File: src/rtl/lsu_pkg.sv
`default_nettype none

package lsu_pkg;

    localparam int SB_DEPTH = 8;
    localparam int SB_IDX_W = 3;
    localparam int XLEN     = 32;
    localparam int INST_W   = 32;
    localparam int PHY_W    = 8;

    typedef enum logic [3:0] {
        OP_NONE,
        OP_SB,
        OP_SH,
        OP_SW,
        OP_LB,
        OP_LH,
        OP_LW,
        OP_LBU,
        OP_LHU
    } mem_op_e;

    // RV32 load/store funct3 encodings
    localparam logic [2:0] F3_B  = 3'b000;
    localparam logic [2:0] F3_H  = 3'b001;
    localparam logic [2:0] F3_W  = 3'b010;
    localparam logic [2:0] F3_BU = 3'b100; // Loads only
    localparam logic [2:0] F3_HU = 3'b101; // Loads only

endpackage

`default_nettype wire

File: src/rtl/lsu_if.sv
`timescale 1ns/1ns
`default_nettype none

interface mem_req_if;
    import lsu_pkg::*;

    logic              valid; // One cycle per request
    mem_op_e           op;
    logic [XLEN-1:0]   addr;
    logic [XLEN-1:0]   data;
    logic [INST_W-1:0] inst_num;
    logic [PHY_W-1:0]  phy;

    modport src (output valid, op, addr, data, inst_num, phy);
    modport dst (input valid, op, addr, data, inst_num, phy);
endinterface

interface lookup_if;
    import lsu_pkg::*;

    logic              done; // One pulse per load
    logic              hit;
    logic [XLEN-1:0]   raw;
    mem_op_e           op;
    logic [PHY_W-1:0]  phy;
    logic [INST_W-1:0] inst_num;

    modport src (output done, hit, raw, op, phy, inst_num);
    modport dst (input done, hit, raw, op, phy, inst_num);
endinterface

`default_nettype wire

File: src/rtl/lsu_dispatch.sv
`timescale 1ns/1ns
`default_nettype none

module lsu_dispatch (
    input  logic                       clk,
    input  logic                       rst_n,
    input  logic                       flush,
    input  logic                       mem_write,
    input  logic                       mem_read,
    input  logic [2:0]                 funct3,
    input  logic [lsu_pkg::XLEN-1:0]   mem_addr,
    input  logic [lsu_pkg::XLEN-1:0]   mem_data,
    input  logic [lsu_pkg::INST_W-1:0] inst_num,
    input  logic [lsu_pkg::PHY_W-1:0]  load_phy,
    mem_req_if.src                     req
);
    import lsu_pkg::*;

    mem_op_e op_d;
    logic    valid_q;

    always_comb begin
        op_d = OP_NONE;
        if (mem_write) begin // Write wins over read
            case (funct3)
                F3_B:    op_d = OP_SB;
                F3_H:    op_d = OP_SH;
                F3_W:    op_d = OP_SW;
                default: op_d = OP_NONE;
            endcase
        end else if (mem_read) begin
            case (funct3)
                F3_B:    op_d = OP_LB;
                F3_H:    op_d = OP_LH;
                F3_W:    op_d = OP_LW;
                F3_BU:   op_d = OP_LBU;
                F3_HU:   op_d = OP_LHU;
                default: op_d = OP_NONE;
            endcase
        end
    end

    always_ff @(posedge clk) begin
        if (!rst_n) begin
            valid_q <= 1'b0;
        end else begin
            valid_q <= (op_d != OP_NONE);
        end
    end

    always_ff @(posedge clk) begin
        if (op_d != OP_NONE) begin
            req.op       <= op_d;
            req.addr     <= mem_addr;
            req.data     <= mem_data;
            req.inst_num <= inst_num;
            req.phy      <= load_phy;
        end
    end

    assign req.valid = valid_q && !flush; // Flush kills the held request

    a_req_op: assert property (@(posedge clk) disable iff (!rst_n)
        req.valid |-> (req.op != OP_NONE));

endmodule

`default_nettype wire

File: src/rtl/store_buffer.sv
`timescale 1ns/1ns
`default_nettype none

module store_buffer (
    input  logic                       clk,
    input  logic                       rst_n,
    input  logic                       flush,
    input  logic                       commit_valid,
    input  logic [lsu_pkg::XLEN-1:0]   commit_addr,
    input  logic [lsu_pkg::INST_W-1:0] commit_inst_num,
    mem_req_if.dst                     req,
    lookup_if.src                      look,
    output logic                       sb_full
);
    import lsu_pkg::*;

    logic [SB_DEPTH-1:0] entry_valid;
    logic [XLEN-1:0]     entry_addr [SB_DEPTH];
    logic [INST_W-1:0]   entry_inst [SB_DEPTH];
    logic [XLEN-1:0]     entry_data [SB_DEPTH];

    logic [SB_DEPTH-1:0] addr_match;
    logic [SB_DEPTH-1:0] commit_match;
    logic [SB_IDX_W-1:0] match_idx;
    logic [SB_IDX_W-1:0] free_idx;
    logic [SB_IDX_W-1:0] wr_idx;
    logic                any_match;
    logic                is_store;
    logic                is_load;
    logic                st_new;     // Allocate a free entry
    logic                st_replace; // Younger store over same address
    logic                wr_en;
    logic [XLEN-1:0]     store_data;

    assign is_store = req.valid && (req.op inside {OP_SB, OP_SH, OP_SW});
    assign is_load  = req.valid && (req.op inside {OP_LB, OP_LH, OP_LW, OP_LBU, OP_LHU});

    // Search by request address and by commit tag; lowest index wins
    always_comb begin
        addr_match   = '0;
        commit_match = '0;
        match_idx    = '0;
        free_idx     = '0;
        for (int i = SB_DEPTH - 1; i >= 0; i--) begin
            addr_match[i]   = entry_valid[i] && (entry_addr[i] == req.addr);
            commit_match[i] = commit_valid && entry_valid[i] &&
                              (entry_addr[i] == commit_addr) &&
                              (entry_inst[i] == commit_inst_num);
            if (addr_match[i]) begin
                match_idx = SB_IDX_W'(i);
            end
            if (!entry_valid[i]) begin
                free_idx = SB_IDX_W'(i);
            end
        end
    end

    assign any_match = |addr_match;
    assign sb_full   = &entry_valid;

    assign st_new     = is_store && !sb_full && !any_match;
    assign st_replace = is_store && !sb_full && any_match &&
                        (req.inst_num > entry_inst[match_idx]); // Older store is dropped
    assign wr_en      = st_new || st_replace;
    assign wr_idx     = st_replace ? match_idx : free_idx;

    always_comb begin
        case (req.op)
            OP_SB:   store_data = {{(XLEN - 8){1'b0}}, req.data[7:0]};
            OP_SH:   store_data = {{(XLEN - 16){1'b0}}, req.data[15:0]};
            default: store_data = req.data;
        endcase
    end

    always_ff @(posedge clk) begin
        if (!rst_n || flush) begin
            entry_valid <= '0;
        end else begin
            entry_valid <= entry_valid & ~commit_match; // Commit frees the entry
            if (wr_en) begin
                entry_valid[wr_idx] <= 1'b1;
            end
        end
    end

    always_ff @(posedge clk) begin
        if (wr_en) begin
            entry_addr[wr_idx] <= req.addr;
            entry_inst[wr_idx] <= req.inst_num;
            entry_data[wr_idx] <= store_data;
        end
    end

    always_ff @(posedge clk) begin
        if (!rst_n) begin
            look.done <= 1'b0;
            look.hit  <= 1'b0;
        end else begin
            look.done <= is_load;
            look.hit  <= is_load && any_match;
        end
    end

    always_ff @(posedge clk) begin
        if (is_load) begin
            look.raw      <= entry_data[match_idx];
            look.op       <= req.op;
            look.phy      <= req.phy;
            look.inst_num <= req.inst_num;
        end
    end

    for (genvar i = 0; i < SB_DEPTH; i++) begin : g_uniq
        for (genvar j = i + 1; j < SB_DEPTH; j++) begin : g_pair
            a_uniq_addr: assert property (@(posedge clk) disable iff (!rst_n)
                !(entry_valid[i] && entry_valid[j] && (entry_addr[i] == entry_addr[j])));
        end
    end

    // Entry contents stay frozen while the buffer is full
    for (genvar i = 0; i < SB_DEPTH; i++) begin : g_full
        a_no_write_full: assert property (@(posedge clk) disable iff (!rst_n)
            sb_full |=> $stable(entry_addr[i]) && $stable(entry_data[i]) &&
                        $stable(entry_inst[i]));
    end

endmodule

`default_nettype wire

File: src/rtl/load_format.sv
`timescale 1ns/1ns
`default_nettype none

module load_format (
    input  logic                       clk,
    input  logic                       rst_n,
    lookup_if.dst                      look,
    output logic [lsu_pkg::XLEN-1:0]   load_data,
    output logic [lsu_pkg::PHY_W-1:0]  load_phy_out,
    output logic [lsu_pkg::INST_W-1:0] load_inst_num,
    output logic                       load_valid,
    output logic                       load_done
);
    import lsu_pkg::*;

    logic [XLEN-1:0] ext_data;

    always_comb begin
        case (look.op)
            OP_LB:   ext_data = {{(XLEN - 8){look.raw[7]}}, look.raw[7:0]};
            OP_LH:   ext_data = {{(XLEN - 16){look.raw[15]}}, look.raw[15:0]};
            OP_LBU:  ext_data = {{(XLEN - 8){1'b0}}, look.raw[7:0]};
            OP_LHU:  ext_data = {{(XLEN - 16){1'b0}}, look.raw[15:0]};
            default: ext_data = look.raw; // LW
        endcase
    end

    always_ff @(posedge clk) begin
        if (!rst_n) begin
            load_done  <= 1'b0;
            load_valid <= 1'b0;
        end else begin
            load_done  <= look.done;
            load_valid <= look.done && look.hit;
        end
    end

    always_ff @(posedge clk) begin
        if (look.done) begin
            load_data     <= look.hit ? ext_data : '0; // Zero on a miss
            load_phy_out  <= look.phy;
            load_inst_num <= look.inst_num;
        end
    end

    a_valid_done: assert property (@(posedge clk) disable iff (!rst_n)
        load_valid |-> load_done);

endmodule

`default_nettype wire

File: src/rtl/lsu_top.sv
`timescale 1ns/1ns
`default_nettype none

module lsu_top (
    input  logic                       clk,
    input  logic                       rst_n,
    input  logic                       flush,
    input  logic                       mem_write,
    input  logic                       mem_read,
    input  logic [2:0]                 funct3,
    input  logic [lsu_pkg::XLEN-1:0]   mem_addr,
    input  logic [lsu_pkg::XLEN-1:0]   mem_data,
    input  logic [lsu_pkg::INST_W-1:0] inst_num,
    input  logic [lsu_pkg::PHY_W-1:0]  load_phy,
    input  logic                       commit_valid,
    input  logic [lsu_pkg::XLEN-1:0]   commit_addr,
    input  logic [lsu_pkg::INST_W-1:0] commit_inst_num,
    output logic [lsu_pkg::XLEN-1:0]   load_data,
    output logic [lsu_pkg::PHY_W-1:0]  load_phy_out,
    output logic [lsu_pkg::INST_W-1:0] load_inst_num,
    output logic                       load_valid,
    output logic                       load_done,
    output logic                       sb_full
);

    mem_req_if req_bus ();
    lookup_if  look_bus ();

    lsu_dispatch i_dispatch (
        .clk, .rst_n, .flush, .mem_write, .mem_read, .funct3,
        .mem_addr, .mem_data, .inst_num, .load_phy,
        .req (req_bus.src)
    );

    store_buffer i_store_buffer (
        .clk, .rst_n, .flush, .commit_valid, .commit_addr, .commit_inst_num,
        .req     (req_bus.dst),
        .look    (look_bus.src),
        .sb_full (sb_full)
    );

    load_format i_load_format (
        .clk, .rst_n,
        .look (look_bus.dst),
        .load_data, .load_phy_out, .load_inst_num, .load_valid, .load_done
    );

endmodule

`default_nettype wire

File: config.mk
export PLATFORM = sky130hd
export DESIGN_NAME = lsu_top
export DESIGN_NICKNAME = d
export VERILOG_FILES = /design/src/rtl/lsu_pkg.sv /design/src/rtl/lsu_if.sv /design/src/rtl/lsu_dispatch.sv /design/src/rtl/store_buffer.sv /design/src/rtl/load_format.sv /design/src/rtl/lsu_top.sv
export SDC_FILE = /design/constraint.sdc
export NUM_CORES = 2
export LEC_CHECK = 0
export BUFFER_PORTS_ARGS = -buffer_cell sky130_fd_sc_hd__clkbuf_2
export CORE_MARGIN = 4
export CORE_UTILIZATION = 30
export DETAILED_ROUTE_END_ITERATION = 16
export GPL_ROUTABILITY_DRIVEN = 0
export GPL_TIMING_DRIVEN = 0
export PLACE_DENSITY_LB_ADDON = 0.25
export SYNTH_ARGS = -nofsm -noshare
export SYNTH_HDL_FRONTEND = slang
export SYNTH_SLANG_ARGS = --single-unit
File: constraint.sdc
create_clock -name clk -period 16.3 [get_ports clk]
set_input_delay 3.26 -clock clk [delete_from_list [all_inputs] [get_ports clk]]
set_output_delay 3.26 -clock clk [all_outputs]
set_load 0.05 [all_outputs]
==> flow_summary.toml <==
[outcome]
status = "complete, but fails checks"
violations = "capacitance limit, slew limit"

[sta]
fin_ws_ps = 6300
period_needed_ps = 10000
fin_skew_ps = 76.3
finalCritPeriodShare_pct = 61.3
slew_headroom_pct = -21.8
rsz0062_at_grt = "no"
slew_violations = 8
setup-tns-final_ps = 0
finalSetupViolations = 0
fmax_mhz = 100
finalHoldViolations = 0
worst_pin_slew_ps = 1780

[detailed_routing]
detail_route.iter0.violations = 4636
routed_wl_mm = 199
dr_total_vias = 31400
drtPass1Iterations = 8
via_per_inst = 5.55
routedWlPerCell_um = 35.1
drc = 0
antenna_left = 0

[floorplanning]
die_h_um = 403
die_w_um = 403
rows = 144
io_pins = 252
floorplan.die_area_um2 = 163000
start_util_pct = 30.3
coreArea_um2 = 155000

[hold_path]
hp-class = "register to register"

[cells_and_area]
drive_above_1_share_pct = 17.2
fin_util_pct = 35.7
nFillCells = 14800
multi_input_area_um2 = 14800
area_growth_pct = 17.9
regArea_um2 = 31000
fin_nets = 3706

[power_and_ir_drop]
totalPowerFinal_mw = 6.38
powerDensity_nw_per_um2 = 115
leakage_nw = 17.9
ir_drop_v = 0.000102

[cts]
cts-htree-levels = 3
post-cts-setup-buffers = 0
clock_path_buffers = 3
cts_hold_buf = 0
cts_tree = "built"
clkSinkCount = 1037
clk_pin_slew_ps = 60
post_cts_resized = 0
ctsRootBufferMaster = "clkbuf_16"
cts_made_buffers = 119
insertion_delay_ps = 800

[grt]
antenna_found_initial = 31
grt_usage_pct = 23.6
grt_pass1_vias = 30000
grt_pass1_wl_mm = 262
grt_max_degree = 56
grt-ovfl-total = 0

[synth]
synth_nets = 3356
synth-seq-cells = 1037
synth.largest_area_cell = "edfxtp_1"
synth_top_area_share_pct = 65.6
synthFlopType = "edfxtp_1"
synth_warnings = 0
synth_area_leaders = "edfxtp_1 (66%), xor2_1 (6.8%), xnor2_1 (5.1%)"
seq_area_frac_synth_pct = 66.1
async_flop_share_pct = 0
yosysUniqueCellTypes = 69
netlist_area_um2 = 46900
synth-edff-count = 1024
syn_avg_cell_area_um2 = 14.9
netlist_instances = 3147

[worst_setup_path]
critical_path_required_ps = 16720
path_buf_inv = 6
crit_top_cell = "buf_12"
path_delay_family = "compound AO/OA/AOI/OAI gates"
cp-start-kind = "register"
crit_chain = "buf_2, xnor2_1, nand2_1, a2111oi_2, nand4_1, o211ai_1, a21oi_1, nand2_1, clkbuf_1, o221ai_1, ha_1, a21o_1, a21o_1, a21oi_1, nor3_1, o31a_1, o21a_1, and2_1, buf_2, mux2_2, nor2_4, buf_12, buf_12, buf_12"
critPathMaxStageDelay_ps = 840
path_max_fanout = 21
cp-end-kind = "register"
worstSetupPathType = "register to register"
crit_arrival_ps = 10420
critical_path.slowest_cell = "a2111oi_2"

[placement]
hpwl_mm = 150
port_buffers = 186
dp_slack_ps = 6430

[run]
cap_violations = 4
registers in the layout, indices dropped and copies added (netlist names), 32 cells and up:
name	count
i_store_buffer.entry_addr	256
i_store_buffer.entry_data	256
i_store_buffer.entry_inst	256
i_dispatch.req.addr	32
i_dispatch.req.data	32
i_dispatch.req.inst_num	32
i_load_format.load_data	32
i_load_format.load_inst_num	32
i_store_buffer.look.inst_num	32
i_store_buffer.look.raw	32
cells by family after synthesis:
| group | synth area share [%] |
|---|---|
| DFF | 66.1 |
| xor gates and xnor gates | 11.9 |
| and+or+nand+nor | 6.92 |
| AOI/OAI and AO/OA | 5.83 |
| muxes | 5.86 |
| buffers and inverters | 2.52 |
| adders and majority gates | 0.854 |
worst reg2reg max path: cells and delay by family, from the launching register on:
kind | cells | cell delay, ps
and+or+nand+nor | 6 | 2260
adders and majority gates | 1 | 520
xor gates and xnor gates | 1 | 470
buffers and inverters | 6 | 2160
muxes | 1 | 380
AOI/OAI and AO/OA | 9 | 3250
DFF | 1 | 620
layout by cell type (no fill, tap or decap), types with 12 or more instances in the layout:
master and instances:
edfxtp_1 1024, xor2_1 364, xnor2_1 273, clkbuf_2 186, nor4_1 146, mux2i_1 134
o22ai_1 126, clkbuf_16 119, clkbuf_1 113, mux2_2 109, nand4_1 108, inv_1 90
nor2_1 79, nand2_1 45, buf_2 38, and2_1 33, nor2b_1 33, ha_1 32
nand3_1 31, buf_12 31, clkinv_1 29, nor3_1 25, a21oi_1 25, o2bb2ai_1 24
clkinv_2 24, a221oi_1 23, buf_6 19, a211oi_2 19, a21o_1 17, a211oi_1 16
mux2_1 16, o21ai_0 15, a22o_1 15, dfxtp_1 12, buf_16 12
report_power, final:
part / internal [mW] / switching (mW) / total [mW] / leakage (nW)
registers: 3.07 / 0.126 / 3.20 / 9.51
logic: 0.146 / 0.411 / 0.557 / 6.56
clock network: 1.47 / 1.16 / 2.63 / 1.85
Yosys cell counts (16+ instances only):
| cell | n |
|---|---|
| nor2_1 | 88 |
| buf_6 | 19 |
| mux2_1 | 16 |
| nor2b_1 | 33 |
| nor3_1 | 25 |
| a21oi_1 | 25 |
| nand2_1 | 45 |
| buf_2 | 38 |
| mux2i_1 | 134 |
| clkbuf_1 | 94 |
| inv_1 | 90 |
| nand4_1 | 108 |
| edfxtp_1 | 1024 |
| nor4_1 | 148 |
| nand3_1 | 31 |
| and2_1 | 33 |
| a21o_1 | 17 |
| a211oi_2 | 19 |
| xor2_1 | 364 |
| a221oi_1 | 23 |
| a211oi_1 | 16 |
| mux2_2 | 109 |
| o2bb2ai_1 | 24 |
| o22ai_1 | 126 |
| ha_1 | 32 |
| xnor2_1 | 273 |
worst paths after layout:
kind	startpoint	to	slack, ps	depth (start not counted)
worst max-delay path	i_dispatch.req.addr[27]	i_store_buffer.entry_inst[2][6]	6300	24
worst min-delay path	i_store_buffer.look.inst_num[19]	i_load_format.load_inst_num[19]	420	0
worst max register to register	i_dispatch.req.addr[27]	i_store_buffer.entry_inst[2][6]	6300	24
worst min register to register	i_store_buffer.look.inst_num[19]	i_load_format.load_inst_num[19]	420	0
through the flow:
| step | instance area (um^2) | instances | hold slack, ps |
|---|---|---|---|
| 2_1_floorplan | 46900 | 3147 | 400 |
| 3_3_place_gp | 50400 | 5377 | 401 |
| 3_5_place_dp | 51400 | 5420 | 406 |
| 4_1_cts | 55200 | 5642 | 421 |
| 5_1_grt | 55200 | 5642 | 424 |
| 6_report | 55300 | 5652 | 419 |
area by class of cell:
cell class / count / share of cell area (%)
clock inverter: 77 / 1.20
antenna: 10 / 0.0453
inverter: 91 / 0.618
clock buffer: 145 / 5.69
multi-input combinational: 1860 / 26.8
sequential: 1037 / 56.1
tap: 2044 / 4.63
buffer: 159 / 1.52
timing repair buffer: 229 / 3.40
per-layer routing:
layer	wire length [um]	track usage, %	vias up
met5	125	0	-
met1	77500	30.4	15700
li1	-	-	12800
met2	83600	34.6	2219
met3	22800	8.21	623
met4	14600	13.5	20
(Power assumes the default switching activity.)
